`config.mk`:
```
export PLATFORM = sky130hd
export DESIGN_NAME = core_top
export DESIGN_NICKNAME = d
export VERILOG_FILES = /design/src/pipe_pkg.sv /design/src/issue_if.sv /design/src/core_top.sv /design/src/decode_stage.sv /design/src/execute_stage.sv /design/src/mem_unit.sv /design/src/mul_unit.sv /design/src/regfile.sv /design/src/scoreboard.sv
export SDC_FILE = /design/constraint.sdc
export NUM_CORES = 1
export LEC_CHECK = 0
export BUFFER_PORTS_ARGS = -buffer_cell sky130_fd_sc_hd__buf_2
export CAP_MARGIN = 30
export CORE_MARGIN = 5
export CORE_UTILIZATION = 31
export CTS_CLUSTER_SIZE = 30
export DETAILED_ROUTE_END_ITERATION = 10
export GPL_ROUTABILITY_DRIVEN = 0
export PLACE_DENSITY_LB_ADDON = 0.15
export SETUP_SLACK_MARGIN = 0.3
export SYNTH_ARGS = -nofsm -noshare
export SYNTH_HDL_FRONTEND = slang
export SYNTH_SLANG_ARGS = --single-unit
```
`constraint.sdc`:
```
create_clock -name clk_i -period 4.85 [get_ports clk_i]
set_input_delay 0.97 -clock clk_i [delete_from_list [all_inputs] [get_ports clk_i]]
set_output_delay 0.97 -clock clk_i [all_outputs]
set_load 0.005 [all_outputs]
```
`src/pipe_pkg.sv`:
```
package pipe_pkg;

  // architectural register file
  localparam int REG_ELS = 16;
  localparam int REG_AW  = 4;

  // data and address width
  localparam int DATA_W = 16;

  // one multiplier bit per iteration
  localparam int MUL_CYCLES = 16;

  typedef enum logic [3:0] {
    OP_NOP  = 4'd0,
    OP_ADD  = 4'd1,
    OP_ADDI = 4'd2,
    OP_LD   = 4'd3,
    OP_ST   = 4'd4,
    OP_MUL  = 4'd5
  } opcode_e;

  // rs2 doubles as the 4-bit immediate of addi
  typedef struct packed {
    opcode_e           op;
    logic [REG_AW-1:0] rd;
    logic [REG_AW-1:0] rs1;
    logic [REG_AW-1:0] rs2;
  } instr_t;

endpackage

```
`src/issue_if.sv`:
```
interface issue_if;

  logic                        v;
  pipe_pkg::opcode_e           op;
  logic [pipe_pkg::REG_AW-1:0] rd;
  logic [pipe_pkg::DATA_W-1:0] rs1_val;
  logic [pipe_pkg::DATA_W-1:0] rs2_val;
  logic [pipe_pkg::REG_AW-1:0] imm;

  // execute completes every issue in one cycle, so there is no ready
  modport decode_mp (
    output v, op, rd, rs1_val, rs2_val, imm
  );

  modport execute_mp (
    input v, op, rd, rs1_val, rs2_val, imm
  );

endinterface

```
`src/core_top.sv`:
```
module core_top (
  input  logic                        clk_i,
  input  logic                        reset_i,
  input  logic                        instr_v_i,
  input  pipe_pkg::instr_t            instr_i,
  output logic                        instr_ready_o,
  output logic                        wb_cyc_o,
  output logic                        wb_stb_o,
  output logic                        wb_we_o,
  output logic [pipe_pkg::DATA_W-1:0] wb_adr_o,
  output logic [pipe_pkg::DATA_W-1:0] wb_dat_o,
  input  logic [pipe_pkg::DATA_W-1:0] wb_dat_i,
  input  logic                        wb_ack_i
);

  logic [pipe_pkg::REG_AW-1:0]      rs1_addr, rs2_addr;
  logic [pipe_pkg::DATA_W-1:0]      rs1_data, rs2_data;
  logic [1:0][pipe_pkg::REG_AW-1:0] sb_src_id;
  logic [1:0]                       sb_op_reads;
  logic [pipe_pkg::REG_AW-1:0]      sb_dest_id;
  logic                             sb_op_writes, dependency;
  logic                             mem_busy, mul_busy;
  logic                             score_v;
  logic [pipe_pkg::REG_AW-1:0]      score_id;
  logic                             alu_wr_v, ld_wr_v, mul_wr_v;
  logic [pipe_pkg::REG_AW-1:0]      alu_wr_addr, ld_wr_addr, mul_wr_addr;
  logic [pipe_pkg::DATA_W-1:0]      alu_wr_data, ld_wr_data, mul_wr_data;
  logic                             mem_req_v, mem_we, mul_req_v;
  logic [pipe_pkg::DATA_W-1:0]      mem_adr, mem_dat, mul_a, mul_b;
  logic [pipe_pkg::REG_AW-1:0]      mem_rd, mul_rd;

  issue_if iss ();

  decode_stage dec (
    .clk_i, .reset_i, .instr_v_i, .instr_i, .instr_ready_o,
    .rs1_addr_o(rs1_addr), .rs2_addr_o(rs2_addr),
    .rs1_data_i(rs1_data), .rs2_data_i(rs2_data),
    .sb_src_id_o(sb_src_id), .sb_op_reads_o(sb_op_reads),
    .sb_dest_id_o(sb_dest_id), .sb_op_writes_o(sb_op_writes),
    .dependency_i(dependency), .mem_busy_i(mem_busy), .mul_busy_i(mul_busy),
    .iss(iss.decode_mp)
  );

  execute_stage exe (
    .clk_i, .reset_i, .iss(iss.execute_mp),
    .alu_wr_v_o(alu_wr_v), .alu_wr_addr_o(alu_wr_addr), .alu_wr_data_o(alu_wr_data),
    .score_v_o(score_v), .score_id_o(score_id),
    .mem_req_v_o(mem_req_v), .mem_we_o(mem_we), .mem_adr_o(mem_adr),
    .mem_dat_o(mem_dat), .mem_rd_o(mem_rd),
    .mul_req_v_o(mul_req_v), .mul_a_o(mul_a), .mul_b_o(mul_b), .mul_rd_o(mul_rd),
    .mem_busy_i(mem_busy), .mul_busy_i(mul_busy)
  );

  mem_unit mem (
    .clk_i, .reset_i, .req_v_i(mem_req_v), .we_i(mem_we), .adr_i(mem_adr),
    .dat_i(mem_dat), .rd_i(mem_rd), .busy_o(mem_busy),
    .wb_cyc_o, .wb_stb_o, .wb_we_o, .wb_adr_o, .wb_dat_o, .wb_dat_i, .wb_ack_i,
    .ld_wr_v_o(ld_wr_v), .ld_wr_addr_o(ld_wr_addr), .ld_wr_data_o(ld_wr_data)
  );

  mul_unit mul (
    .clk_i, .reset_i, .req_v_i(mul_req_v), .a_i(mul_a), .b_i(mul_b), .rd_i(mul_rd),
    .busy_o(mul_busy),
    .mul_wr_v_o(mul_wr_v), .mul_wr_addr_o(mul_wr_addr), .mul_wr_data_o(mul_wr_data)
  );

  regfile rf (
    .clk_i, .reset_i,
    .rs1_addr_i(rs1_addr), .rs2_addr_i(rs2_addr),
    .rs1_data_o(rs1_data), .rs2_data_o(rs2_data),
    .alu_v_i(alu_wr_v), .alu_addr_i(alu_wr_addr), .alu_data_i(alu_wr_data),
    .ld_v_i(ld_wr_v), .ld_addr_i(ld_wr_addr), .ld_data_i(ld_wr_data),
    .mul_v_i(mul_wr_v), .mul_addr_i(mul_wr_addr), .mul_data_i(mul_wr_data)
  );

  // every writeback source clears its own destination
  scoreboard #(.num_clear_p(3)) sb (
    .clk_i, .reset_i,
    .src_id_i(sb_src_id), .op_reads_i(sb_op_reads),
    .dest_id_i(sb_dest_id), .op_writes_i(sb_op_writes),
    .score_i(score_v), .score_id_i(score_id),
    .clear_i({mul_wr_v, ld_wr_v, alu_wr_v}),
    .clear_id_i({mul_wr_addr, ld_wr_addr, alu_wr_addr}),
    .dependency_o(dependency)
  );

endmodule

```
`src/decode_stage.sv`:
```
module decode_stage (
  input  logic                             clk_i,
  input  logic                             reset_i,
  input  logic                             instr_v_i,
  input  pipe_pkg::instr_t                 instr_i,
  output logic                             instr_ready_o,
  output logic [pipe_pkg::REG_AW-1:0]      rs1_addr_o,
  output logic [pipe_pkg::REG_AW-1:0]      rs2_addr_o,
  input  logic [pipe_pkg::DATA_W-1:0]      rs1_data_i,
  input  logic [pipe_pkg::DATA_W-1:0]      rs2_data_i,
  output logic [1:0][pipe_pkg::REG_AW-1:0] sb_src_id_o,
  output logic [1:0]                       sb_op_reads_o,
  output logic [pipe_pkg::REG_AW-1:0]      sb_dest_id_o,
  output logic                             sb_op_writes_o,
  input  logic                             dependency_i,
  input  logic                             mem_busy_i,
  input  logic                             mul_busy_i,
  issue_if.decode_mp                       iss
);

  pipe_pkg::instr_t instr_r;
  logic             valid_r;
  logic             is_mem;
  logic             is_mul;
  logic             issue;
  // execute holds a unit request for a cycle before the unit shows busy
  logic             mem_iss_r;
  logic             mul_iss_r;

  assign is_mem = (instr_r.op == pipe_pkg::OP_LD) || (instr_r.op == pipe_pkg::OP_ST);
  assign is_mul = (instr_r.op == pipe_pkg::OP_MUL);

  // operand usage per opcode
  always_comb begin
    sb_op_reads_o  = 2'b00;
    sb_op_writes_o = 1'b0;
    case (instr_r.op)
      pipe_pkg::OP_ADD,
      pipe_pkg::OP_MUL: begin
        sb_op_reads_o  = 2'b11;
        sb_op_writes_o = 1'b1;
      end
      pipe_pkg::OP_ADDI,
      pipe_pkg::OP_LD: begin
        sb_op_reads_o  = 2'b01;
        sb_op_writes_o = 1'b1;
      end
      pipe_pkg::OP_ST: sb_op_reads_o = 2'b11;
      default: ;
    endcase
    sb_op_reads_o  = sb_op_reads_o & {2{valid_r}};
    sb_op_writes_o = sb_op_writes_o & valid_r;
  end

  assign sb_src_id_o  = {instr_r.rs2, instr_r.rs1};
  assign sb_dest_id_o = instr_r.rd;
  assign rs1_addr_o   = instr_r.rs1;
  assign rs2_addr_o   = instr_r.rs2;

  assign issue = valid_r && !dependency_i
              && !(is_mem && (mem_busy_i || mem_iss_r))
              && !(is_mul && (mul_busy_i || mul_iss_r));

  assign instr_ready_o = !valid_r || issue;

  always_ff @(posedge clk_i) begin
    if (reset_i) begin
      valid_r   <= 1'b0;
      mem_iss_r <= 1'b0;
      mul_iss_r <= 1'b0;
    end else begin
      if (instr_ready_o) valid_r <= instr_v_i;
      mem_iss_r <= issue && is_mem;
      mul_iss_r <= issue && is_mul;
    end
  end

  always_ff @(posedge clk_i) begin
    if (instr_v_i && instr_ready_o) instr_r <= instr_i;
  end

  assign iss.v       = issue;
  assign iss.op      = instr_r.op;
  assign iss.rd      = instr_r.rd;
  assign iss.rs1_val = rs1_data_i;
  assign iss.rs2_val = rs2_data_i;
  assign iss.imm     = instr_r.rs2;

endmodule

```
`src/execute_stage.sv`:
```
module execute_stage (
  input  logic                        clk_i,
  input  logic                        reset_i,
  issue_if.execute_mp                 iss,
  output logic                        alu_wr_v_o,
  output logic [pipe_pkg::REG_AW-1:0] alu_wr_addr_o,
  output logic [pipe_pkg::DATA_W-1:0] alu_wr_data_o,
  output logic                        score_v_o,
  output logic [pipe_pkg::REG_AW-1:0] score_id_o,
  output logic                        mem_req_v_o,
  output logic                        mem_we_o,
  output logic [pipe_pkg::DATA_W-1:0] mem_adr_o,
  output logic [pipe_pkg::DATA_W-1:0] mem_dat_o,
  output logic [pipe_pkg::REG_AW-1:0] mem_rd_o,
  output logic                        mul_req_v_o,
  output logic [pipe_pkg::DATA_W-1:0] mul_a_o,
  output logic [pipe_pkg::DATA_W-1:0] mul_b_o,
  output logic [pipe_pkg::REG_AW-1:0] mul_rd_o,
  input  logic                        mem_busy_i,
  input  logic                        mul_busy_i
);

  logic                        ex_v_r;
  pipe_pkg::opcode_e           op_r;
  logic [pipe_pkg::REG_AW-1:0] rd_r;
  logic [pipe_pkg::DATA_W-1:0] a_r;
  logic [pipe_pkg::DATA_W-1:0] b_r;
  logic [pipe_pkg::REG_AW-1:0] imm_r;

  always_ff @(posedge clk_i) begin
    if (reset_i) begin
      ex_v_r <= 1'b0;
    end else begin
      ex_v_r <= iss.v;
    end
  end

  always_ff @(posedge clk_i) begin
    if (iss.v) begin
      op_r  <= iss.op;
      rd_r  <= iss.rd;
      a_r   <= iss.rs1_val;
      b_r   <= iss.rs2_val;
      imm_r <= iss.imm;
    end
  end

  // single-cycle adder, addi zero-extends its immediate
  assign alu_wr_v_o    = ex_v_r && (op_r == pipe_pkg::OP_ADD || op_r == pipe_pkg::OP_ADDI);
  assign alu_wr_addr_o = rd_r;
  assign alu_wr_data_o = a_r + ((op_r == pipe_pkg::OP_ADDI) ? pipe_pkg::DATA_W'(imm_r) : b_r);

  // long-latency destinations are marked pending as they leave
  assign score_v_o  = ex_v_r && (op_r == pipe_pkg::OP_LD || op_r == pipe_pkg::OP_MUL);
  assign score_id_o = rd_r;

  assign mem_req_v_o = ex_v_r && (op_r == pipe_pkg::OP_LD || op_r == pipe_pkg::OP_ST);
  assign mem_we_o    = (op_r == pipe_pkg::OP_ST);
  assign mem_adr_o   = a_r;
  assign mem_dat_o   = b_r;
  assign mem_rd_o    = rd_r;

  assign mul_req_v_o = ex_v_r && (op_r == pipe_pkg::OP_MUL);
  assign mul_a_o     = a_r;
  assign mul_b_o     = b_r;
  assign mul_rd_o    = rd_r;

  // decode's unit check must cover the cycle spent here
  assert property (@(posedge clk_i) disable iff (reset_i)
    !(mem_req_v_o && mem_busy_i) && !(mul_req_v_o && mul_busy_i))
    else $error("unit started while busy");

endmodule

```
`src/mem_unit.sv`:
```
module mem_unit (
  input  logic                        clk_i,
  input  logic                        reset_i,
  input  logic                        req_v_i,
  input  logic                        we_i,
  input  logic [pipe_pkg::DATA_W-1:0] adr_i,
  input  logic [pipe_pkg::DATA_W-1:0] dat_i,
  input  logic [pipe_pkg::REG_AW-1:0] rd_i,
  output logic                        busy_o,
  output logic                        wb_cyc_o,
  output logic                        wb_stb_o,
  output logic                        wb_we_o,
  output logic [pipe_pkg::DATA_W-1:0] wb_adr_o,
  output logic [pipe_pkg::DATA_W-1:0] wb_dat_o,
  input  logic [pipe_pkg::DATA_W-1:0] wb_dat_i,
  input  logic                        wb_ack_i,
  output logic                        ld_wr_v_o,
  output logic [pipe_pkg::REG_AW-1:0] ld_wr_addr_o,
  output logic [pipe_pkg::DATA_W-1:0] ld_wr_data_o
);

  logic                        cyc_r;
  logic                        we_r;
  logic [pipe_pkg::DATA_W-1:0] adr_r;
  logic [pipe_pkg::DATA_W-1:0] dat_r;
  logic [pipe_pkg::REG_AW-1:0] rd_r;

  always_ff @(posedge clk_i) begin
    if (reset_i) begin
      cyc_r <= 1'b0;
    end else if (cyc_r && wb_ack_i) begin
      cyc_r <= 1'b0;
    end else if (req_v_i) begin
      cyc_r <= 1'b1;
    end
  end

  // request fields are captured only when starting a cycle
  always_ff @(posedge clk_i) begin
    if (req_v_i && !cyc_r) begin
      we_r  <= we_i;
      adr_r <= adr_i;
      dat_r <= dat_i;
      rd_r  <= rd_i;
    end
  end

  assign wb_cyc_o = cyc_r;
  assign wb_stb_o = cyc_r;
  assign wb_we_o  = we_r;
  assign wb_adr_o = adr_r;
  assign wb_dat_o = dat_r;

  // busy ends in the ack cycle and cyc drops at the next edge
  assign busy_o = cyc_r && !wb_ack_i;

  // load data goes straight to the register file on ack
  assign ld_wr_v_o    = cyc_r && wb_ack_i && !we_r;
  assign ld_wr_addr_o = rd_r;
  assign ld_wr_data_o = wb_dat_i;

  // a request arriving during an open cycle would be lost
  assert property (@(posedge clk_i) disable iff (reset_i)
    req_v_i |-> !cyc_r)
    else $error("request arrived while a wishbone cycle is open");

endmodule

```
`src/mul_unit.sv`:
```
module mul_unit (
  input  logic                        clk_i,
  input  logic                        reset_i,
  input  logic                        req_v_i,
  input  logic [pipe_pkg::DATA_W-1:0] a_i,
  input  logic [pipe_pkg::DATA_W-1:0] b_i,
  input  logic [pipe_pkg::REG_AW-1:0] rd_i,
  output logic                        busy_o,
  output logic                        mul_wr_v_o,
  output logic [pipe_pkg::REG_AW-1:0] mul_wr_addr_o,
  output logic [pipe_pkg::DATA_W-1:0] mul_wr_data_o
);

  localparam int CNT_W = $clog2(pipe_pkg::MUL_CYCLES);

  logic                        busy_r;
  logic [CNT_W-1:0]            cnt_r;
  logic                        last;
  logic [pipe_pkg::DATA_W-1:0] acc_r;
  logic [pipe_pkg::DATA_W-1:0] a_r;
  logic [pipe_pkg::DATA_W-1:0] b_r;
  logic [pipe_pkg::REG_AW-1:0] rd_r;
  logic [pipe_pkg::DATA_W-1:0] acc_next;

  assign last     = busy_r && (cnt_r == CNT_W'(pipe_pkg::MUL_CYCLES - 1));
  // add the shifted multiplicand for each set multiplier bit
  assign acc_next = acc_r + (b_r[0] ? a_r : '0);

  always_ff @(posedge clk_i) begin
    if (reset_i) begin
      busy_r <= 1'b0;
      cnt_r  <= '0;
    end else if (req_v_i) begin
      busy_r <= 1'b1;
      cnt_r  <= '0;
    end else if (busy_r) begin
      busy_r <= !last;
      cnt_r  <= cnt_r + 1'b1;
    end
  end

  always_ff @(posedge clk_i) begin
    if (req_v_i) begin
      acc_r <= '0;
      a_r   <= a_i;
      b_r   <= b_i;
      rd_r  <= rd_i;
    end else if (busy_r) begin
      acc_r <= acc_next;
      a_r   <= a_r << 1;
      b_r   <= b_r >> 1;
    end
  end

  // the final iteration's sum is written back directly
  assign busy_o        = busy_r && !last;
  assign mul_wr_v_o    = last;
  assign mul_wr_addr_o = rd_r;
  assign mul_wr_data_o = acc_next;

endmodule

```
`src/regfile.sv`:
```
module regfile (
  input  logic                        clk_i,
  input  logic                        reset_i,
  input  logic [pipe_pkg::REG_AW-1:0] rs1_addr_i,
  input  logic [pipe_pkg::REG_AW-1:0] rs2_addr_i,
  output logic [pipe_pkg::DATA_W-1:0] rs1_data_o,
  output logic [pipe_pkg::DATA_W-1:0] rs2_data_o,
  input  logic                        alu_v_i,
  input  logic [pipe_pkg::REG_AW-1:0] alu_addr_i,
  input  logic [pipe_pkg::DATA_W-1:0] alu_data_i,
  input  logic                        ld_v_i,
  input  logic [pipe_pkg::REG_AW-1:0] ld_addr_i,
  input  logic [pipe_pkg::DATA_W-1:0] ld_data_i,
  input  logic                        mul_v_i,
  input  logic [pipe_pkg::REG_AW-1:0] mul_addr_i,
  input  logic [pipe_pkg::DATA_W-1:0] mul_data_i
);

  logic [pipe_pkg::REG_ELS-1:0][pipe_pkg::DATA_W-1:0] regs_r;

  always_ff @(posedge clk_i) begin
    if (reset_i) begin
      regs_r <= '0;
    end else begin
      if (alu_v_i) regs_r[alu_addr_i] <= alu_data_i;
      if (ld_v_i) regs_r[ld_addr_i] <= ld_data_i;
      if (mul_v_i) regs_r[mul_addr_i] <= mul_data_i;
    end
  end

  // write-through, a register written this cycle reads its new value
  always_comb begin
    rs1_data_o = regs_r[rs1_addr_i];
    if (alu_v_i && alu_addr_i == rs1_addr_i) rs1_data_o = alu_data_i;
    if (ld_v_i && ld_addr_i == rs1_addr_i) rs1_data_o = ld_data_i;
    if (mul_v_i && mul_addr_i == rs1_addr_i) rs1_data_o = mul_data_i;
  end

  always_comb begin
    rs2_data_o = regs_r[rs2_addr_i];
    if (alu_v_i && alu_addr_i == rs2_addr_i) rs2_data_o = alu_data_i;
    if (ld_v_i && ld_addr_i == rs2_addr_i) rs2_data_o = ld_data_i;
    if (mul_v_i && mul_addr_i == rs2_addr_i) rs2_data_o = mul_data_i;
  end

  // the scoreboard keeps writebacks to one register apart in time
  assert property (@(posedge clk_i) disable iff (reset_i)
    !((alu_v_i && ld_v_i && alu_addr_i == ld_addr_i)
      || (alu_v_i && mul_v_i && alu_addr_i == mul_addr_i)
      || (ld_v_i && mul_v_i && ld_addr_i == mul_addr_i)))
    else $error("two write ports target the same register");

endmodule

```
`src/scoreboard.sv`:
```
module scoreboard #(
  parameter int num_clear_p = 3
) (
  input  logic                                         clk_i,
  input  logic                                         reset_i,
  input  logic [1:0][pipe_pkg::REG_AW-1:0]             src_id_i,
  input  logic [1:0]                                   op_reads_i,
  input  logic [pipe_pkg::REG_AW-1:0]                  dest_id_i,
  input  logic                                         op_writes_i,
  input  logic                                         score_i,
  input  logic [pipe_pkg::REG_AW-1:0]                  score_id_i,
  input  logic [num_clear_p-1:0]                       clear_i,
  input  logic [num_clear_p-1:0][pipe_pkg::REG_AW-1:0] clear_id_i,
  output logic                                         dependency_o
);

  logic [pipe_pkg::REG_ELS-1:0] pending_r;
  logic [pipe_pkg::REG_ELS-1:0] score_mask;
  logic [pipe_pkg::REG_ELS-1:0] clear_mask;
  logic [1:0]                   src_busy;
  logic [1:0]                   src_on_score;
  logic                         dest_busy;
  logic                         dest_on_score;

  // one-hot masks of the registers scored and cleared this cycle
  always_comb begin
    score_mask = '0;
    clear_mask = '0;
    if (score_i) begin
      score_mask[score_id_i] = 1'b1;
    end
    for (int j = 0; j < num_clear_p; j++) begin
      if (clear_i[j]) begin
        clear_mask[clear_id_i[j]] = 1'b1;
      end
    end
  end

  always_ff @(posedge clk_i) begin
    if (reset_i) begin
      pending_r <= '0;
    end else begin
      pending_r <= (pending_r & ~clear_mask) | score_mask;
    end
  end

  // a bit being cleared now no longer blocks, its value is written through
  always_comb begin
    for (int i = 0; i < 2; i++) begin
      src_busy[i]     = op_reads_i[i] & pending_r[src_id_i[i]] & ~clear_mask[src_id_i[i]];
      src_on_score[i] = op_reads_i[i] & (src_id_i[i] == score_id_i);
    end
    dest_busy     = op_writes_i & pending_r[dest_id_i] & ~clear_mask[dest_id_i];
    dest_on_score = op_writes_i & (dest_id_i == score_id_i);
  end

  // the register scored in execute this cycle blocks decode too
  assign dependency_o = (|src_busy) | dest_busy
                      | (score_i & ((|src_on_score) | dest_on_score));

  // decode must never let a new score overlap an outstanding writeback
  assert property (@(posedge clk_i) disable iff (reset_i)
    (score_mask & clear_mask) == '0)
    else $error("score and clear hit the same register");

endmodule

```
==> out/metrics.csv <==
stage,metric,value,unit
yosys,simple-gate share of the synthesized area,17.8,%
worst_setup_path,Max Fanout on Critical Path,7,
yosys,Post-Syn Instances,3064,
yosys,asr flop ratio synth,0,%
yosys,Synth Net Count,3133,
yosys,"FF+latch count, synth",431,
floorplanning,Die Ht,311,um
floorplanning,die width,311,um
detailed_routing,Top Metal Used,met4,
sta,Final setup viols,0,
floorplanning,die area,0.0966,mm2
yosys,Post-synth EDFFs,133,
cts,H-tree depth,2,
sta,setup total negative slack,0,ns
detailed_routing,initial drt markers,3302,
global_routing,largest net degree at the start of global routing,79,
worst_setup_path,WP data required,3.88,ns
finish,nets@finish,3207,
worst_setup_path,Crit path max-delay family,simple AND/OR/NAND/NOR gates,
cts,clk_lat worst skew,0.64,ns
finish,Final Cell Area,0.0329,mm2
yosys,largest family of logic cells by synthesized area,multiplexers,
power,pwr dens,301,mW/mm2
finish,"commonest non-fill, non-tap cells in the layout","351 x nor2_1, 301 x nand2_1, 296 x dfxtp_1",
detailed_routing,WL final,133000,um
floorplanning,Placeable Area,0.0899,mm2
detailed_routing,wire per inst,30.6,um
yosys,largest cells by area after synthesis,"dfxtp_1 21%, edfxtp_1 14%, mux4_2 14%, a211oi_1 5.1%, nor2_1 4.8%",
power,VDD IR max,346,uV
detailed_routing,drt pass-1 iters,5,
sta,Worst-Margin Slew,1.10,ns
sta,"Slew Viols, Final",0,
detailed_routing,vias,27500,
global_routing,initial antenna violation count,7,
place,# port buffers,71,
place,placed inst area,0.0305,mm2
detailed_routing,via density per instance,6.32,
power,"Power, Total",9.90,mW
global_routing,grt ovf,0,
hold_path,Worst Hold Class,register to register,
sta,Slew headroom,26.8,%
job,maxcap violations,0,
worst_setup_path,critical path cell sequence,buf_4 > buf_4 > nor2_1 > buf_4 > nand4_1 > nand3_1 > mux4_2 > a221oi_2 > or4_4 > or3b_4 > nand2_1 > buf_2,
floorplanning,row count,110,
finish,Layout fillers,9018,
floorplanning,starting density of the core,31.2,%
worst_setup_path,CP max-delay cell,or4_4,
detailed_routing,DRC,0,
power,Lkg Pwr,11.7,nW
detailed_routing,routed length on met3,13600,um
global_routing,global-route wire length before repair,189000,um
sta,RSZ-0062 raised after global routing,yes,
finish,Area Overhead vs Synth,17.3,%
detailed_routing,Met1 Routed Length,50200,um
yosys,Adder-Cell Fraction of Synth Area,1.53,%
cts,Num CTS Buffers,54,
sta,Final Critical Period,4.57,ns
yosys,post-synthesis mux area share,20.0,%
yosys,syn_area_per_cell,9.15,um2
yosys,biggest area consumer among synthesized cells,dfxtp_1,
yosys,"Warnings, synthesis",0,
outcome,status,finished clean,
cts,# hold bufs at CTS,0,
worst_setup_path,CP dominant cell by count,buf_4,
floorplanning,io pins,72,
sta,Clock Skews,0.0263,ns
cts,CTS tree,done,
yosys,xor/xnor cell area share of the yosys netlist,1.87,%
worst_setup_path,CP endpoint kind,output port,
worst_setup_path,"slowest stage delay, CP",0.57,ns
place,Post-DP HPWL,91500,um
sta,period utilization,94.2,%
cts,clock buffer depth,3,
sta,fmax,219,MHz
worst_setup_path,crit path DAT,3.60,ns
global_routing,vias in the first global route,26700,
sta,Fin. Hold Viols,0,
yosys,dominant register cell in the synthesized netlist,dfxtp_1,
cts,root buffer cell,clkbuf_16,
yosys,mapped cell area,0.0280,mm2
detailed_routing,Met2 Wirelength,59500,um
worst_setup_path,Worst Path Buf+Inv,4,
cts,Num Clock Sinks,431,
worst_setup_path,Setup CP Type,register to output port,
yosys,area fraction in compound gates after synthesis,18.5,%
finish,"most common cell after layout, fill and taps aside",nor2_1,
yosys,Yosys cell types,82,
worst_setup_path,startpoint class of the critical path,register,
cts,"Reg clk slew, reported paths",0.06,ns
yosys,post-synthesis sequential area ratio,35.5,%
global_routing,GRT Util Overall,26.3,%
detailed_routing,Final ANT Viol Nets,0,
yosys,post-synth top area share,21.3,%
finish,layout cells sized above 1,23.0,%
## final cells by class
class | count | area (um2) | area share [%]
Clock buffer | 74 | 1530 | 4.64
Clock inverter | 23 | 240 | 0.730
Antenna cell | 2 | 5.00 | 0.0152
Multi-Input combinational cell | 2300 | 17100 | 52.0
Timing Repair Buffer | 322 | 2470 | 7.52
Sequential cell | 431 | 9960 | 30.3
Tap cell | 1176 | 1470 | 4.47
Inverter | 29 | 109 | 0.331
## layer usage
metal  track usage [%]  vias to the layer above
met5                 0                        -
met1              32.2                    13500
met2              41.9                     1764
li1                  -                    11700
met4              15.7                        0
met3              6.64                      497
## Yosys cell counts, drive strengths merged, types with 31 or more instances
cell type	instances
nor3	57
ha	31
a31oi	54
o32ai	33
mux2i	115
o21ai	94
nand2	302
clkbuf	218
a211oi	191
edfxtp	133
buf	86
mux4	172
a21oi	202
and2	44
mux2	52
nand3	117
nor2b	40
nand4	42
o211ai	77
dfxtp	298
o22ai	81
xnor2	33
nor2	362
## state kept, by name, summed over array words and instances (netlist names), 16 cells and up
register / cells
exe.mem_adr_o: 16
exe.mem_dat_o: 16
mem.wb_adr_o: 16
mem.wb_dat_o: 16
mul.a_r: 16
mul.acc_r: 16
mul.b_r: 16
rf.regs_r: 256
sb.pending_r: 16
## worst min-delay path, cell delays in order (launching register included)
cell     delay (ns)
dfxtp_1        0.33
mux2i_1        0.07
nor2_1         0.07
## metrics by stage
stage	setup WS, ns	utilization [%]	hold WS, ns	instances
2_1_floorplan	0.446	-	0.421	3064
3_3_place_gp	0.169	33.6	0.481	4181
3_5_place_dp	0.122	33.9	0.490	4198
5_1_grt	0.185	36.6	0.488	4356
4_1_cts	0.265	36.3	0.486	4329
6_report	0.283	36.6	0.503	4357
## where the power goes
| part | total (mW) | leakage, nW | internal [mW] | switching, mW |
|---|---|---|---|---|
| logic | 1.89 | 7.22 | 0.528 | 1.36 |
| registers | 3.89 | 3.64 | 3.80 | 0.0859 |
| clock network | 4.13 | 0.864 | 2.41 | 1.72 |
| total | 9.90 | 11.7 | 6.74 | 3.17 |
## logic make-up after synthesis
kind of cell,Yosys count
simple gates,1069
compound gates,800
flops,431
mux,339
buf+inv,333
xor+xnor,59
fa+ha+maj,33
## timing repair
action                                 CTS  global route
pin swaps                                2             9
setup endpoints to repair                2            27
resized for setup                       25            25
endpoints found under the hold margin    0             0
setup buffers                           34            26
## final timing paths
check,start,cells after the start,slack [ns],endpoint
max,mul.mul_wr_addr_o[1],12,0.28,instr_ready_o
min,mul.acc_r[6],2,0.50,mul.acc_r[6]
max reg2reg,exe.op_r[0],15,0.55,exe.mem_dat_o[15]
min reg2reg,mul.acc_r[6],2,0.50,mul.acc_r[6]
(Power assumes the default switching activity.)
